<file path="src/blimp_pkg.sv">
/*
 * Shared types and constants for the blimp RV32 core
 * Word and register index types, decoded op codes, RV32 opcodes
 */
`default_nettype none

package blimp_pkg;

  // --------------------
  // Basic types
  // --------------------

  // Data, address or instruction word
  typedef logic [31:0] word_t;

  // Architectural register index
  typedef logic [4:0] reg_addr_t;

  // Decoded operation
  typedef logic [2:0] op_t;

  localparam op_t OP_ADD  = 3'd0;
  localparam op_t OP_ADDI = 3'd1;
  localparam op_t OP_MUL  = 3'd2;
  localparam op_t OP_LW   = 3'd3;
  localparam op_t OP_SW   = 3'd4;

  // --------------------
  // RV32 encodings
  // --------------------

  // Major opcodes
  localparam logic [6:0] OPC_OP    = 7'b0110011;
  localparam logic [6:0] OPC_OPIMM = 7'b0010011;
  localparam logic [6:0] OPC_LOAD  = 7'b0000011;
  localparam logic [6:0] OPC_STORE = 7'b0100011;

  // M extension marker in funct7
  localparam logic [6:0] FUNCT7_MUL = 7'b0000001;

  // Fetch FSM
  typedef enum logic [1:0] {
    FETCH_IDLE,
    FETCH_WAIT,
    FETCH_HOLD
  } fetch_state_e;

endpackage

`default_nettype wire

</file>
<file path="src/blimp_intf.sv">
/*
 * Internal stage-to-stage channels of the blimp core
 * Fetch to decode, and decode to execute, both valid/ready
 */
`default_nettype none

// Fetched instruction on its way to decode
interface blimp_f2d_if;
  import blimp_pkg::*;

  logic  val;
  logic  rdy;
  word_t pc;
  word_t inst;

  modport producer (
    output val, pc, inst,
    input  rdy
  );

  modport consumer (
    input  val, pc, inst,
    output rdy
  );
endinterface

// Decoded instruction with its operands, issued to execute
interface blimp_d2x_if;
  import blimp_pkg::*;

  logic      val;
  logic      rdy;
  op_t       op;
  word_t     pc;
  reg_addr_t waddr;
  word_t     op_a;
  word_t     op_b;
  // rs2 value, only meaningful for sw
  word_t     store_data;

  modport producer (
    output val, op, pc, waddr, op_a, op_b, store_data,
    input  rdy
  );

  modport consumer (
    input  val, op, pc, waddr, op_a, op_b, store_data,
    output rdy
  );
endinterface

`default_nettype wire

</file>
<file path="src/blimp_core.sv">
/*
 * blimp core top level
 * Fetch, decode, execute and result behind plain memory and trace ports
 */
`default_nettype none

module blimp_core #(
  parameter blimp_pkg::word_t reset_addr = 32'h0000_0200
) (
  input  wire logic                 clk,
  input  wire logic                 rst_n,
  // Instruction memory
  output      logic                 imem_req_val,
  input  wire logic                 imem_req_rdy,
  output      blimp_pkg::word_t     imem_req_addr,
  input  wire logic                 imem_resp_val,
  output      logic                 imem_resp_rdy,
  input  wire blimp_pkg::word_t     imem_resp_data,
  // Data memory
  output      logic                 dmem_req_val,
  input  wire logic                 dmem_req_rdy,
  output      logic                 dmem_req_wen,
  output      blimp_pkg::word_t     dmem_req_addr,
  output      blimp_pkg::word_t     dmem_req_wdata,
  input  wire logic                 dmem_resp_val,
  output      logic                 dmem_resp_rdy,
  input  wire blimp_pkg::word_t     dmem_resp_rdata,
  // Retirement trace
  output      logic                 trace_val,
  output      blimp_pkg::word_t     trace_pc,
  output      blimp_pkg::reg_addr_t trace_waddr,
  output      blimp_pkg::word_t     trace_wdata,
  output      logic                 trace_wen
);
  import blimp_pkg::*;

  // Execute to result
  logic      x_val;
  logic      x_rdy;
  op_t       x_op;
  word_t     x_pc;
  reg_addr_t x_waddr;
  word_t     x_wdata;

  // Write-back to decode
  logic      wb_en;
  reg_addr_t wb_addr;
  word_t     wb_data;

  blimp_f2d_if f2d_if ();
  blimp_d2x_if d2x_if ();

  blimp_fetch #(
    .reset_addr (reset_addr)
  ) fetch_i (
    .clk            (clk),
    .rst_n          (rst_n),
    .imem_req_val   (imem_req_val),
    .imem_req_rdy   (imem_req_rdy),
    .imem_req_addr  (imem_req_addr),
    .imem_resp_val  (imem_resp_val),
    .imem_resp_rdy  (imem_resp_rdy),
    .imem_resp_data (imem_resp_data),
    .f2d            (f2d_if.producer)
  );

  blimp_decode decode_i (
    .clk     (clk),
    .rst_n   (rst_n),
    .f2d     (f2d_if.consumer),
    .d2x     (d2x_if.producer),
    .wb_en   (wb_en),
    .wb_addr (wb_addr),
    .wb_data (wb_data)
  );

  blimp_execute execute_i (
    .clk            (clk),
    .rst_n          (rst_n),
    .d2x            (d2x_if.consumer),
    .x_val          (x_val),
    .x_rdy          (x_rdy),
    .x_op           (x_op),
    .x_pc           (x_pc),
    .x_waddr        (x_waddr),
    .x_wdata        (x_wdata),
    .dmem_req_val   (dmem_req_val),
    .dmem_req_rdy   (dmem_req_rdy),
    .dmem_req_wen   (dmem_req_wen),
    .dmem_req_addr  (dmem_req_addr),
    .dmem_req_wdata (dmem_req_wdata)
  );

  blimp_result result_i (
    .clk             (clk),
    .rst_n           (rst_n),
    .x_val           (x_val),
    .x_rdy           (x_rdy),
    .x_op            (x_op),
    .x_pc            (x_pc),
    .x_waddr         (x_waddr),
    .x_wdata         (x_wdata),
    .dmem_resp_val   (dmem_resp_val),
    .dmem_resp_rdy   (dmem_resp_rdy),
    .dmem_resp_rdata (dmem_resp_rdata),
    .wb_en           (wb_en),
    .wb_addr         (wb_addr),
    .wb_data         (wb_data),
    .trace_val       (trace_val),
    .trace_pc        (trace_pc),
    .trace_waddr     (trace_waddr),
    .trace_wdata     (trace_wdata),
    .trace_wen       (trace_wen)
  );

endmodule

`default_nettype wire

</file>
<file path="src/blimp_decode.sv">
/*
 * Decode stage of the blimp core
 * Register file, busy-bit scoreboard and operand issue to execute
 */
`default_nettype none

module blimp_decode (
  input  wire logic                 clk,
  input  wire logic                 rst_n,
  blimp_f2d_if.consumer             f2d,
  blimp_d2x_if.producer             d2x,
  input  wire logic                 wb_en,
  input  wire blimp_pkg::reg_addr_t wb_addr,
  input  wire blimp_pkg::word_t     wb_data
);
  import blimp_pkg::*;

  localparam logic [2:0] F3_ADD  = 3'b000;
  localparam logic [2:0] F3_WORD = 3'b010;

  logic [6:0] opcode;
  logic [6:0] funct7;
  logic [2:0] funct3;
  reg_addr_t  rs1;
  reg_addr_t  rs2;
  reg_addr_t  rd;
  word_t      imm_i;
  word_t      imm_s;
  op_t        op;
  reg_addr_t  waddr;
  logic       uses_rs2;
  word_t      rf [32];
  logic [31:0] busy;
  word_t      rs1_data;
  word_t      rs2_data;
  logic       rs1_busy;
  logic       rs2_busy;
  logic       rd_busy;
  logic       stall;
  logic       issue;

  // --------------------
  // Field extraction
  // --------------------

  assign opcode = f2d.inst[6:0];
  assign rd     = f2d.inst[11:7];
  assign funct3 = f2d.inst[14:12];
  assign rs1    = f2d.inst[19:15];
  assign rs2    = f2d.inst[24:20];
  assign funct7 = f2d.inst[31:25];

  // Sign-extended immediates
  assign imm_i = {{20{f2d.inst[31]}}, f2d.inst[31:20]};
  assign imm_s = {{20{f2d.inst[31]}}, f2d.inst[31:25], f2d.inst[11:7]};

  // Anything unknown falls through as addi to x0
  always_comb begin
    op       = OP_ADDI;
    waddr    = '0;
    uses_rs2 = 1'b0;
    case (opcode)
      OPC_OPIMM: begin
        if (funct3 == F3_ADD) waddr = rd;
      end
      OPC_OP: begin
        if (funct3 == F3_ADD) begin
          op       = (funct7 == FUNCT7_MUL) ? OP_MUL : OP_ADD;
          waddr    = rd;
          uses_rs2 = 1'b1;
        end
      end
      OPC_LOAD: begin
        if (funct3 == F3_WORD) begin
          op    = OP_LW;
          waddr = rd;
        end
      end
      OPC_STORE: begin
        if (funct3 == F3_WORD) begin
          op       = OP_SW;
          uses_rs2 = 1'b1;
        end
      end
      default: ;
    endcase
  end

  // --------------------
  // Register read
  // --------------------

  // x0 reads zero, write-back value forwarded
  always_comb begin
    if (rs1 == '0) rs1_data = '0;
    else if (wb_en && (wb_addr == rs1)) rs1_data = wb_data;
    else rs1_data = rf[rs1];

    if (rs2 == '0) rs2_data = '0;
    else if (wb_en && (wb_addr == rs2)) rs2_data = wb_data;
    else rs2_data = rf[rs2];
  end

  always_ff @(posedge clk) begin
    if (wb_en && (wb_addr != '0)) rf[wb_addr] <= wb_data;
  end

  // --------------------
  // Scoreboard
  // --------------------

  // A busy bit being cleared this cycle counts as free
  always_comb begin
    rs1_busy = busy[rs1] && !(wb_en && (wb_addr == rs1));
    rs2_busy = busy[rs2] && !(wb_en && (wb_addr == rs2));
    rd_busy  = busy[waddr] && !(wb_en && (wb_addr == waddr));
  end

  // Also hold back a second writer of a pending register
  assign stall = rs1_busy || (uses_rs2 && rs2_busy) || ((waddr != '0) && rd_busy);
  assign issue = f2d.val && f2d.rdy;

  always_ff @(posedge clk) begin
    if (!rst_n) begin
      busy <= '0;
    end else begin
      if (wb_en) busy[wb_addr] <= 1'b0;
      // Set after clear, a new writer wins
      if (issue && (waddr != '0)) busy[waddr] <= 1'b1;
    end
  end

  // Issue to execute
  assign f2d.rdy = d2x.rdy && !stall;
  assign d2x.val = f2d.val && !stall;
  assign d2x.op  = op;
  assign d2x.pc  = f2d.pc;
  assign d2x.waddr = waddr;
  assign d2x.op_a  = rs1_data;
  // Memory ops add their offset like addi
  assign d2x.op_b  = uses_rs2 && (op != OP_SW) ? rs2_data : ((op == OP_SW) ? imm_s : imm_i);
  assign d2x.store_data = rs2_data;

endmodule

`default_nettype wire

</file>
<file path="src/blimp_execute.sv">
/*
 * Execute stage of the blimp core
 * Adder and low-word multiplier, data memory request issue
 */
`default_nettype none

module blimp_execute (
  input  wire logic                 clk,
  input  wire logic                 rst_n,
  blimp_d2x_if.consumer             d2x,
  output      logic                 x_val,
  input  wire logic                 x_rdy,
  output      blimp_pkg::op_t       x_op,
  output      blimp_pkg::word_t     x_pc,
  output      blimp_pkg::reg_addr_t x_waddr,
  output      blimp_pkg::word_t     x_wdata,
  output      logic                 dmem_req_val,
  input  wire logic                 dmem_req_rdy,
  output      logic                 dmem_req_wen,
  output      blimp_pkg::word_t     dmem_req_addr,
  output      blimp_pkg::word_t     dmem_req_wdata
);
  import blimp_pkg::*;

  logic      val_q;
  op_t       op_q;
  word_t     pc_q;
  reg_addr_t waddr_q;
  word_t     a_q;
  word_t     b_q;
  word_t     sd_q;
  logic      mem_op;
  logic      leave;
  word_t     sum;
  word_t     prod;

  // --------------------
  // Stage register
  // --------------------

  always_ff @(posedge clk) begin
    if (!rst_n) begin
      val_q <= 1'b0;
    end else if (d2x.rdy) begin
      val_q <= d2x.val;
    end
  end

  // Operands and tags
  always_ff @(posedge clk) begin
    if (d2x.val && d2x.rdy) begin
      op_q    <= d2x.op;
      pc_q    <= d2x.pc;
      waddr_q <= d2x.waddr;
      a_q     <= d2x.op_a;
      b_q     <= d2x.op_b;
      sd_q    <= d2x.store_data;
    end
  end

  // --------------------
  // Datapath
  // --------------------

  assign sum  = a_q + b_q;
  // Only the low word of the product is kept
  assign prod = a_q * b_q;

  assign mem_op = (op_q == OP_LW) || (op_q == OP_SW);

  // Memory ops need result and memory together
  assign leave   = val_q && x_rdy && (!mem_op || dmem_req_rdy);
  assign d2x.rdy = !val_q || leave;

  // To result
  assign x_val   = val_q && (!mem_op || dmem_req_rdy);
  assign x_op    = op_q;
  assign x_pc    = pc_q;
  assign x_waddr = waddr_q;
  always_comb begin
    case (op_q)
      OP_MUL:  x_wdata = prod;
      OP_SW:   x_wdata = sd_q;
      default: x_wdata = sum;
    endcase
  end

  // To data memory
  assign dmem_req_val   = val_q && mem_op && x_rdy;
  assign dmem_req_wen   = (op_q == OP_SW);
  assign dmem_req_addr  = sum;
  assign dmem_req_wdata = sd_q;

endmodule

`default_nettype wire

</file>
<file path="src/blimp_fetch.sv">
/*
 * Instruction fetch for the blimp core
 * One request in flight, sequential PC, one-entry buffer toward decode
 */
`default_nettype none

module blimp_fetch #(
  parameter blimp_pkg::word_t reset_addr = 32'h0000_0200
) (
  input  wire logic             clk,
  input  wire logic             rst_n,
  output      logic             imem_req_val,
  input  wire logic             imem_req_rdy,
  output      blimp_pkg::word_t imem_req_addr,
  input  wire logic             imem_resp_val,
  output      logic             imem_resp_rdy,
  input  wire blimp_pkg::word_t imem_resp_data,
  blimp_f2d_if.producer         f2d
);
  import blimp_pkg::*;

  fetch_state_e state;
  // Next request address
  word_t        pc_q;
  // Fetched word parked while decode is busy
  word_t        inst_q;
  // Low during reset, keeps the first request off the bus
  logic         run_q;

  // --------------------
  // Memory side
  // --------------------

  assign imem_req_val  = run_q && (state == FETCH_IDLE);
  assign imem_req_addr = pc_q;
  assign imem_resp_rdy = (state == FETCH_WAIT);

  // --------------------
  // Decode side
  // --------------------

  // PC already moved on at request time
  assign f2d.pc   = pc_q - 32'd4;
  assign f2d.inst = (state == FETCH_HOLD) ? inst_q : imem_resp_data;
  assign f2d.val  = ((state == FETCH_WAIT) && imem_resp_val) || (state == FETCH_HOLD);

  always_ff @(posedge clk) begin
    if (!rst_n) begin
      state <= FETCH_IDLE;
      pc_q  <= reset_addr;
      run_q <= 1'b0;
    end else begin
      run_q <= 1'b1;
      case (state)
        FETCH_IDLE: begin
          if (imem_req_val && imem_req_rdy) begin
            pc_q  <= pc_q + 32'd4;
            state <= FETCH_WAIT;
          end
        end
        FETCH_WAIT: begin
          // Straight through if decode takes it, else park it
          if (imem_resp_val) state <= f2d.rdy ? FETCH_IDLE : FETCH_HOLD;
        end
        FETCH_HOLD: begin
          if (f2d.rdy) state <= FETCH_IDLE;
        end
        default: state <= FETCH_IDLE;
      endcase
    end
  end

  // Buffer capture
  always_ff @(posedge clk) begin
    if ((state == FETCH_WAIT) && imem_resp_val && !f2d.rdy) inst_q <= imem_resp_data;
  end

endmodule

`default_nettype wire

</file>
<file path="src/blimp_result.sv">
/*
 * Result stage of the blimp core
 * Waits on data responses, writes back and reports retirements
 */
`default_nettype none

module blimp_result (
  input  wire logic                 clk,
  input  wire logic                 rst_n,
  input  wire logic                 x_val,
  output      logic                 x_rdy,
  input  wire blimp_pkg::op_t       x_op,
  input  wire blimp_pkg::word_t     x_pc,
  input  wire blimp_pkg::reg_addr_t x_waddr,
  input  wire blimp_pkg::word_t     x_wdata,
  input  wire logic                 dmem_resp_val,
  output      logic                 dmem_resp_rdy,
  input  wire blimp_pkg::word_t     dmem_resp_rdata,
  output      logic                 wb_en,
  output      blimp_pkg::reg_addr_t wb_addr,
  output      blimp_pkg::word_t     wb_data,
  output      logic                 trace_val,
  output      blimp_pkg::word_t     trace_pc,
  output      blimp_pkg::reg_addr_t trace_waddr,
  output      blimp_pkg::word_t     trace_wdata,
  output      logic                 trace_wen
);
  import blimp_pkg::*;

  // Memory op waiting on its response
  logic      pend_val;
  op_t       pend_op;
  word_t     pend_pc;
  reg_addr_t pend_waddr;
  logic      x_mem;
  logic      x_fire;
  logic      retire_alu;
  logic      retire_mem;
  op_t       r_op;
  word_t     r_pc;
  reg_addr_t r_waddr;
  word_t     r_data;
  logic      r_wen;

  assign x_mem = (x_op == OP_LW) || (x_op == OP_SW);

  // Nothing passes a pending memory op, keeps program order
  assign x_rdy         = !pend_val;
  assign dmem_resp_rdy = pend_val;

  assign x_fire     = x_val && x_rdy;
  assign retire_alu = x_fire && !x_mem;
  assign retire_mem = pend_val && dmem_resp_val;

  always_ff @(posedge clk) begin
    if (!rst_n) begin
      pend_val <= 1'b0;
    end else if (x_fire && x_mem) begin
      pend_val <= 1'b1;
    end else if (retire_mem) begin
      pend_val <= 1'b0;
    end
  end

  always_ff @(posedge clk) begin
    if (x_fire && x_mem) begin
      pend_op    <= x_op;
      pend_pc    <= x_pc;
      pend_waddr <= x_waddr;
    end
  end

  // --------------------
  // Retirement select
  // --------------------

  always_comb begin
    if (pend_val) begin
      r_op    = pend_op;
      r_pc    = pend_pc;
      r_waddr = pend_waddr;
      r_data  = dmem_resp_rdata;
    end else begin
      r_op    = x_op;
      r_pc    = x_pc;
      r_waddr = x_waddr;
      r_data  = x_wdata;
    end
  end

  // No register write for sw or x0
  assign r_wen = (r_op != OP_SW) && (r_waddr != '0);

  // Trace and write-back
  assign trace_val   = retire_alu || retire_mem;
  assign trace_wen   = trace_val && r_wen;
  assign trace_pc    = r_pc;
  assign trace_waddr = r_waddr;
  assign trace_wdata = trace_wen ? r_data : '0;

  assign wb_en   = trace_wen;
  assign wb_addr = r_waddr;
  assign wb_data = r_data;

endmodule

`default_nettype wire

</file>
<file path="config.mk">
export PLATFORM = sky130hd
export DESIGN_NAME = blimp_core
export DESIGN_NICKNAME = d
export VERILOG_FILES = /design/src/blimp_pkg.sv /design/src/blimp_intf.sv /design/src/blimp_core.sv /design/src/blimp_decode.sv /design/src/blimp_execute.sv /design/src/blimp_fetch.sv /design/src/blimp_result.sv
export SDC_FILE = /design/constraint.sdc
export NUM_CORES = 2
export LEC_CHECK = 0
export ABC_AREA = 0
export CORE_MARGIN = 8
export CORE_UTILIZATION = 50
export DETAILED_ROUTE_END_ITERATION = 10
export DONT_BUFFER_PORTS = 1
export MAX_ROUTING_LAYER = met4
export PLACE_DENSITY = 0.68
export SETUP_SLACK_MARGIN = 0.5
export SLEW_MARGIN = 20
export SYNTH_ARGS = -nofsm -noshare
export SYNTH_HDL_FRONTEND = slang
export SYNTH_SLANG_ARGS = --single-unit
</file>
<file path="constraint.sdc">
create_clock -name clk -period 11.7 [get_ports clk]
set_clock_uncertainty 0.2 [all_clocks]
set_input_delay 2.34 -clock clk [delete_from_list [all_inputs] [get_ports clk]]
set_output_delay 2.34 -clock clk [all_outputs]
set_load 0.005 [all_outputs]
</file>
Word level (Yosys, flattened, before mapping)
Memories as Yosys holds them, arrays and structs flattened. A register that Yosys moved wholly into a read port is not among the register bits.
Cells that the tools add are included.
{"block": "word_totals", "ff_bits": 245, "ramBits": 1024, "inputBits": 70, "output_inout_bits": 172, "wordCells": 151, "mem_count": 1}
{"name": "decode_i.rf", "depth": 32, "word_bits": 32, "rd": 2, "rd_ports_with_merged_regs": 1, "wr": 1, "line": "blimp_decode.sv:32", "source": "word_t rf [32];"}
{"block": "classes", "n_addsub": 3, "mul": 1, "n_lt_le_gt_ge": 6, "eq_ne": 20, "n_mux": 45, "bitwise_logic": 3, "reduce_logical": 57}
{"op": "32-bit 2-to-1 mux", "count": 10}
{"op": "32-bit case mux with 2 select lines", "count": 1}
{"op": "32-bit by 3-bit adder with 32-bit output (second input constant)", "count": 1}
{"op": "32-bit adder", "count": 1}
{"op": "32-bit AND", "count": 1}
{"op": "1-bit logical AND", "count": 32}
{"op": "32-bit by 32-bit multiplier with 32-bit output", "count": 1}
{"op": "32-bit inverter", "count": 1}
{"op": "32-bit OR", "count": 1}
{"op": "32-bit by 3-bit subtractor with 32-bit output (second input constant)", "count": 1}
{"op": "5-bit by 6-bit < comparator with 1-bit output (second input constant)", "count": 4}
{"op": "5-bit 2-to-1 mux", "count": 4}
{"op": "1-bit binary-select mux with 5-bit select", "count": 3}
{"op": "5-bit equality test", "count": 3}
{"op": "7-bit by 6-bit equality test with 1-bit output (second input constant)", "count": 2}
{"op": "1-bit 2-to-1 mux", "count": 12}
{"op": "2-bit 2-to-1 mux", "count": 6}
{"op": "1-bit demux with 5-bit select", "count": 2}
{"op": "5-bit by 1-bit greater-or-equal comparator with 1-bit output (second input constant)", "count": 2}
{"op": "5-bit logical NOT", "count": 2}
{"op": "5-bit case mux with 2 select lines", "count": 1}
{"op": "5-bit nonzero test", "count": 2}
{"op": "3-bit by 2-bit equality test with 1-bit output (second input constant)", "count": 3}
{"op": "3-bit 2-to-1 mux", "count": 3}
{"op": "20 further kinds", "count": 36}

Depth between registers and ports, before layout
{"block": "depth", "depth_word": 20, "ltp_mapped": 30}

Cells and area by module
A second synthesis with hierarchy kept.
{"block": "unflattened", "hier_cells": 5277, "hier_area_um2": 79142.2}
{"module": "blimp_decode", "instances": 1, "cells_per_inst": 2618, "area_each_um2": 51106.5, "seq_area_each_um2": 31390.1}
{"module": "blimp_execute", "instances": 1, "cells_per_inst": 2135, "area_each_um2": 21675.8, "seq_area_each_um2": 4103.9}
{"module": "blimp_fetch", "instances": 1, "cells_per_inst": 340, "area_each_um2": 3537.1, "seq_area_each_um2": 1621.6}
{"module": "blimp_result", "instances": 1, "cells_per_inst": 184, "area_each_um2": 2822.7, "seq_area_each_um2": 1221.2}

Worst setup path after synthesis
No wires, ideal clock.
{"block": "synth_timing", "path_type": "in2reg", "startpoint": "input port imem_resp_data[6]", "endpoint": "register execute_i.a_q[0], read port of decode_i.rf (enable)", "setup_ns": 0.673, "arrival_ns": 10.723, "required_ns": 10.827, "path_slack_ns": 0.104, "path_stages": 10, "path_buffers": 1, "path_cell_list": "nor3_1 -> nand4_1 -> o21ai_1 -> nand2_1 -> clkbuf_1 -> o41ai_1 -> o21ai_0 -> nor4b_1 -> o21ai_2 -> a21oi_1"}
{"block": "synth_via", "elab_chain_len": 13, "elab_cells_between_ends": 22, "cone_classes": "eq/ne: 5; mux: 5; reduce/logical: 12"}
{"element": "from (decl)", "line": "blimp_core.sv:18", "source": "input wire blimp_pkg::word_t imem_resp_data,"}
{"element": "32-bit 2-to-1 mux *", "line": "blimp_fetch.sv:44", "source": "assign f2d.inst = (state == FETCH_HOLD) ? inst_q : imem_resp_data;"}
{"element": "branches (longest 8 deep; another with 7-bit by 5-bit equality test with 1-bit output)"}
{"element": "1-bit logical OR *", "line": "blimp_decode.sv:120", "source": "assign stall = rs1_busy || (uses_rs2 && rs2_busy) || ((waddr != '0) && rd_busy);"}
{"element": "1-bit logical NOT *", "line": "blimp_decode.sv:135", "source": "assign d2x.val = f2d.val && !stall;"}
{"element": "1-bit logical AND *", "line": "blimp_decode.sv:135"}
{"element": "1-bit logical AND *", "line": "blimp_execute.sv:51", "source": "if (d2x.val && d2x.rdy) begin"}
{"element": "to (decl)", "line": "blimp_execute.sv:29", "source": "word_t a_q;"}
Every way passes the cells marked *. The select of a mux whose other input is x is not followed.
A chain may end at the register's enable or synchronous reset.

Final worst setup path
{"block": "layout_timing", "startpoint": "register execute_i.a_q[11], read port of decode_i.rf", "endpoint": "output port trace_wdata[31]"}
{"block": "layout_via", "elab_chain_len": 4, "elab_cells_between_ends": 5, "cone_classes": "add/sub: 1; mul: 1; mux: 3"}
{"element": "32-bit by 32-bit multiplier with 32-bit output or 32-bit adder (tied branches)", "line": "blimp_execute.sv:67, blimp_execute.sv:65"}
{"element": "32-bit case mux with 2 select lines *", "line": "blimp_execute.sv:81", "source": "case (op_q)"}
{"element": "32-bit 2-to-1 mux *", "line": "blimp_result.sv:78", "source": "if (pend_val) begin"}
{"element": "via decode_i.wb_data[31]", "line": "blimp_decode.sv:14", "source": "input wire blimp_pkg::word_t wb_data"}
{"element": "32-bit 2-to-1 mux *", "line": "blimp_result.sv:99", "source": "assign trace_wdata = trace_wen ? r_data : '0;"}
{"element": "to (decl)", "line": "blimp_core.sv:32", "source": "output blimp_pkg::word_t trace_wdata,"}
The timed path passes the listed nets; every way through them passes the cells marked *.

==> flow_summary_export.csv <==
group,metric,value,unit
synthesis,synth.most_common_cell,"nand2_1",
drt,first_pass_iters,7,
final_layout,syn2layout_area_growth,9.83,%
worst_setup_path,crit_arrival,8590,ps
synthesis,netlist_area,0.0799,sq mm
worst_setup_path,worstPathMaxFanout,13,
worst_setup_path,path_class,"register to output pin",
cts,ctsHoldBuffers,0,
timing,rsz0062_at_grt,"true",
power_and_ir_drop,power_density,201,mW/mm^2
worst_setup_path,cp_slowest_cell,"edfxtp_1",
worst_setup_path,r2r_end,"execute_i.a_q[19]$_SDFFCE_PN0P_",
synthesis,synth_area_per_cell,11.1,sq um
drt,ant_nets,0,
worst_setup_path,critical-path-top-delay-family,"adder cells",
cts,clock_path_buffers,3,
timing,setup_violations,0,
floorplan,dieArea,0.173,sq mm
floorplan,core-area,0.159,sq mm
floorplan,ioPinCount,242,
worst_setup_path,endpoint_kind,"output pin",
worst_setup_path,reg2reg_from,"execute_i.a_q[4]$_SDFFCE_PN0P_",
hold_path,hp-class,"register to register",
worst_setup_path,reg2regPathDepth,26,
floorplan,initial_core_util,0.504,
synthesis,synth_cells,7204,
synthesis,yosys-top-cells-area,"edfxtp_1 46%, fa_1 10%, nand2_1 8.0%, mux4_2 7.2%, nand3_1 3.5%",
drt,finalWirelength,284,mm
worst_setup_path,cpMostUsedCell,"fa_1",
synthesis,yosysUniqueCellTypes,85,
cts,h-tree-depth,4,
synthesis,yosysTopAreaCellShare,0.461,
cts,clk_pin_slew_worst_paths,70,ps
placement,io_buffers,0,
global_route,grt_pass1_wl,411,mm
global_route,grt_overflow,0,
worst_setup_path,start_kind,"register",
worst_setup_path,r2r_slack,2270,ps
status,status,"complete, no violations",
placement,hpwl,181,mm
timing,worst_pin_slew,1290,ps
final_layout,drive_above_1_share,0.112,
timing,setup_ws,569,ps
worst_setup_path,crit_buf_inv,3,
cts,cts-root-buf,"clkbuf_16",
synthesis,yosysTopAreaCell,"edfxtp_1",
power_and_ir_drop,p_leak,32.7,nW
global_route,grt_usage,0.329,
floorplan,die_x,416,microns
drt,viasPerCell,6.57,
drt,wire_per_inst,30.6,microns
timing,tns,0,ps
timing,timing.final.crit_share,0.951,
run,maxCapViolCount,0,
floorplan,die_h,416,microns
worst_setup_path,critical_path_required,9160,ps
worst_setup_path,path_cells,"buf_4 > ha_1 > fa_1 > inv_1 > fa_1 > fa_1 > inv_1 > fa_1 > fa_1 > fa_1 > fa_1 > fa_1 > ha_1 > and3_1 > a32oi_1 > o21ai_2 > a211o_1 > a31oi_1 > xnor2_1 > o21ai_2 > and2_2",
drt,vias,61100,
placement,place_congestion,1.01,
synthesis,synthFlopType,"edfxtp_1",
synthesis,ys_seq_area_frac,0.478,
synthesis,ys_warn_count,0,
worst_setup_path,cp-startpoint,"execute_i.a_q[11]$_SDFFCE_PN0P_",
synthesis,async_flop_share,0,
worst_setup_path,slowest_delay,580,ps
floorplan,rows,146,
drt,drt_iter0_markers,8561,
global_route,antenna_found_initial,17,
cts,cts_buffers,142,
synthesis,synth_edf_count,1228,
timing,hold_viol_final,0,
global_route,grt_max_degree,179,
synthesis,ys_ff_latch,1295,
cts,cts_sinks,1295,
power_and_ir_drop,peakVddDrop,0.000305,V
cts,cts_tree,"built",
timing,period_needed,11130,ps
timing,slew_headroom,0.137,
synthesis,synth_commonest_cells,"1710 x nand2_1, 1228 x edfxtp_1, 567 x nand3_1",
drt,drc,0,
placement,pre_cts_slack,922,ps
timing,slew_violations,0,
worst_setup_path,crit_cells,21,
timing,fmax,89.8,MHz
final_layout,nets,7709,
cts,clk_latency,820,ps
global_route,grt_pass1_vias,60400,
worst_setup_path,crit_end,"trace_wdata[31]",
[metrics by stage]
stage	power [W]	util	instances	instance area (sq um)	hold slack, ps
3_5_place_dp	0.0130	0.522	8968	82700	231
5_1_grt	0.0184	0.554	9290	87800	259
6_report	0.0177	0.554	9291	87800	240
2_1_floorplan	0.0105	-	7239	80100	222
4_1_cts	0.0175	0.552	9241	87500	243
3_3_place_gp	0.0130	0.522	8968	82700	226
[sequential cells by signal, summed over array words and instances (netlist names), 32 cells and up]
signal / cells
decode_i.busy: 32
decode_i.rf: 1024
execute_i.a_q: 32
execute_i.b_q: 32
execute_i.dmem_req_wdata: 32
fetch_i.inst_q: 32
[timing repair]
| action | in CTS | in global routing |
|---|---|---|
| cloned | 0 | 0 |
| gates resized for setup | 1 | 9 |
| setup endpoints to repair | 7 | 9 |
| pin swaps | 0 | 3 |
| buffers inserted | 18 | 16 |
| endpoints found under the hold margin | 0 | 0 |
[how the worst min path moves through the flow]
stage | cells past startpoint | to | start
floorplan | 0 | result_i.pend_pc[10]$_DFFE_PP_ | execute_i.x_pc[10]$_DFFE_PP_
global placement | 0 | result_i.pend_waddr[4]$_DFFE_PP_ | execute_i.x_waddr[4]$_DFFE_PP_
detailed placement | 0 | result_i.pend_pc[17]$_DFFE_PP_ | execute_i.x_pc[17]$_DFFE_PP_
CTS | 0 | result_i.pend_pc[10]$_DFFE_PP_ | execute_i.x_pc[10]$_DFFE_PP_
global route | 0 | result_i.pend_pc[20]$_DFFE_PP_ | execute_i.x_pc[20]$_DFFE_PP_
finish | 0 | result_i.pend_pc[10]$_DFFE_PP_ | execute_i.x_pc[10]$_DFFE_PP_
[where the power goes]
part	switching (W)	total [W]	internal [W]	leakage (nW)
registers	0.0000443	0.00564	0.00559	11.6
logic	0.00483	0.00756	0.00273	18.8
clock network	0.00196	0.00446	0.00250	2.25
[area by class of cell]
| cell class | instances | area, sq um |
|---|---|---|
| clock buffers | 177 | 3770 |
| fillers | 13300 | 70800 |
| clock inverters | 78 | 870 |
| repair buffers | 195 | 1680 |
| flip-flops and latches | 1295 | 38200 |
| inverters | 432 | 1620 |
| diodes | 34 | 85.1 |
| well taps | 2072 | 2590 |
| multi-input cells | 5008 | 39000 |
[cells by family (layout without fill, tap and decap cells)]
| kind of cell | after synthesis | in the layout | share of synthesized area |
|---|---|---|---|
| AOI/OAI and AO/OA | 778 | 778 | 0.0716 |
| other | 1 | 70 | 0.0000469 |
| and+or+nand+nor | 3122 | 3122 | 0.177 |
| xor gates and xnor gates | 164 | 164 | 0.0180 |
| buffers and inverters | 936 | 882 | 0.0451 |
| adders and majority gates | 565 | 565 | 0.127 |
| muxes | 343 | 343 | 0.0835 |
| DFF | 1295 | 1295 | 0.478 |
[layer usage]
| layer | vias to the layer above | GRT usage | wire [microns] |
|---|---|---|---|
| li1 | 25400 | - | - |
| met1 | 30300 | 0.407 | 101000 |
| met2 | 4363 | 0.484 | 125000 |
| met3 | 1019 | 0.104 | 40200 |
| met4 | 0 | 0.172 | 18300 |
| met5 | - | - | 0 |
[layout by cell type (no fill, tap or decap), types with 17 or more instances in the layout]
master	netlist	routed
a311oi_1	206	206
nor3_1	58	57
o21a_1	21	21
fa_1	409	409
nand2b_1	20	20
ha_1	156	156
nand3_1	567	567
o21ai_0	73	66
nand2_1	1710	1708
edfxtp_1	1228	1228
mux4_2	254	254
diode_2	0	34
or3_1	21	20
o22ai_1	44	44
nor2_1	168	133
inv_1	431	430
mux2i_1	42	37
a31oi_1	77	73
buf_4	6	176
and2_1	358	356
xor2_1	51	51
mux2_2	42	40
buf_12	0	17
conb_1	1	36
xnor2_1	113	113
clkinv_1	0	25
nor2_4	0	31
nand4_1	22	22
and3_1	135	135
dfxtp_1	67	66
a211oi_1	56	52
clkbuf_16	0	144
a21o_1	32	30
clkbuf_1	406	29
a21oi_1	103	97
clkinv_2	0	28
Note: power is estimated with default switching activity, not from simulation.
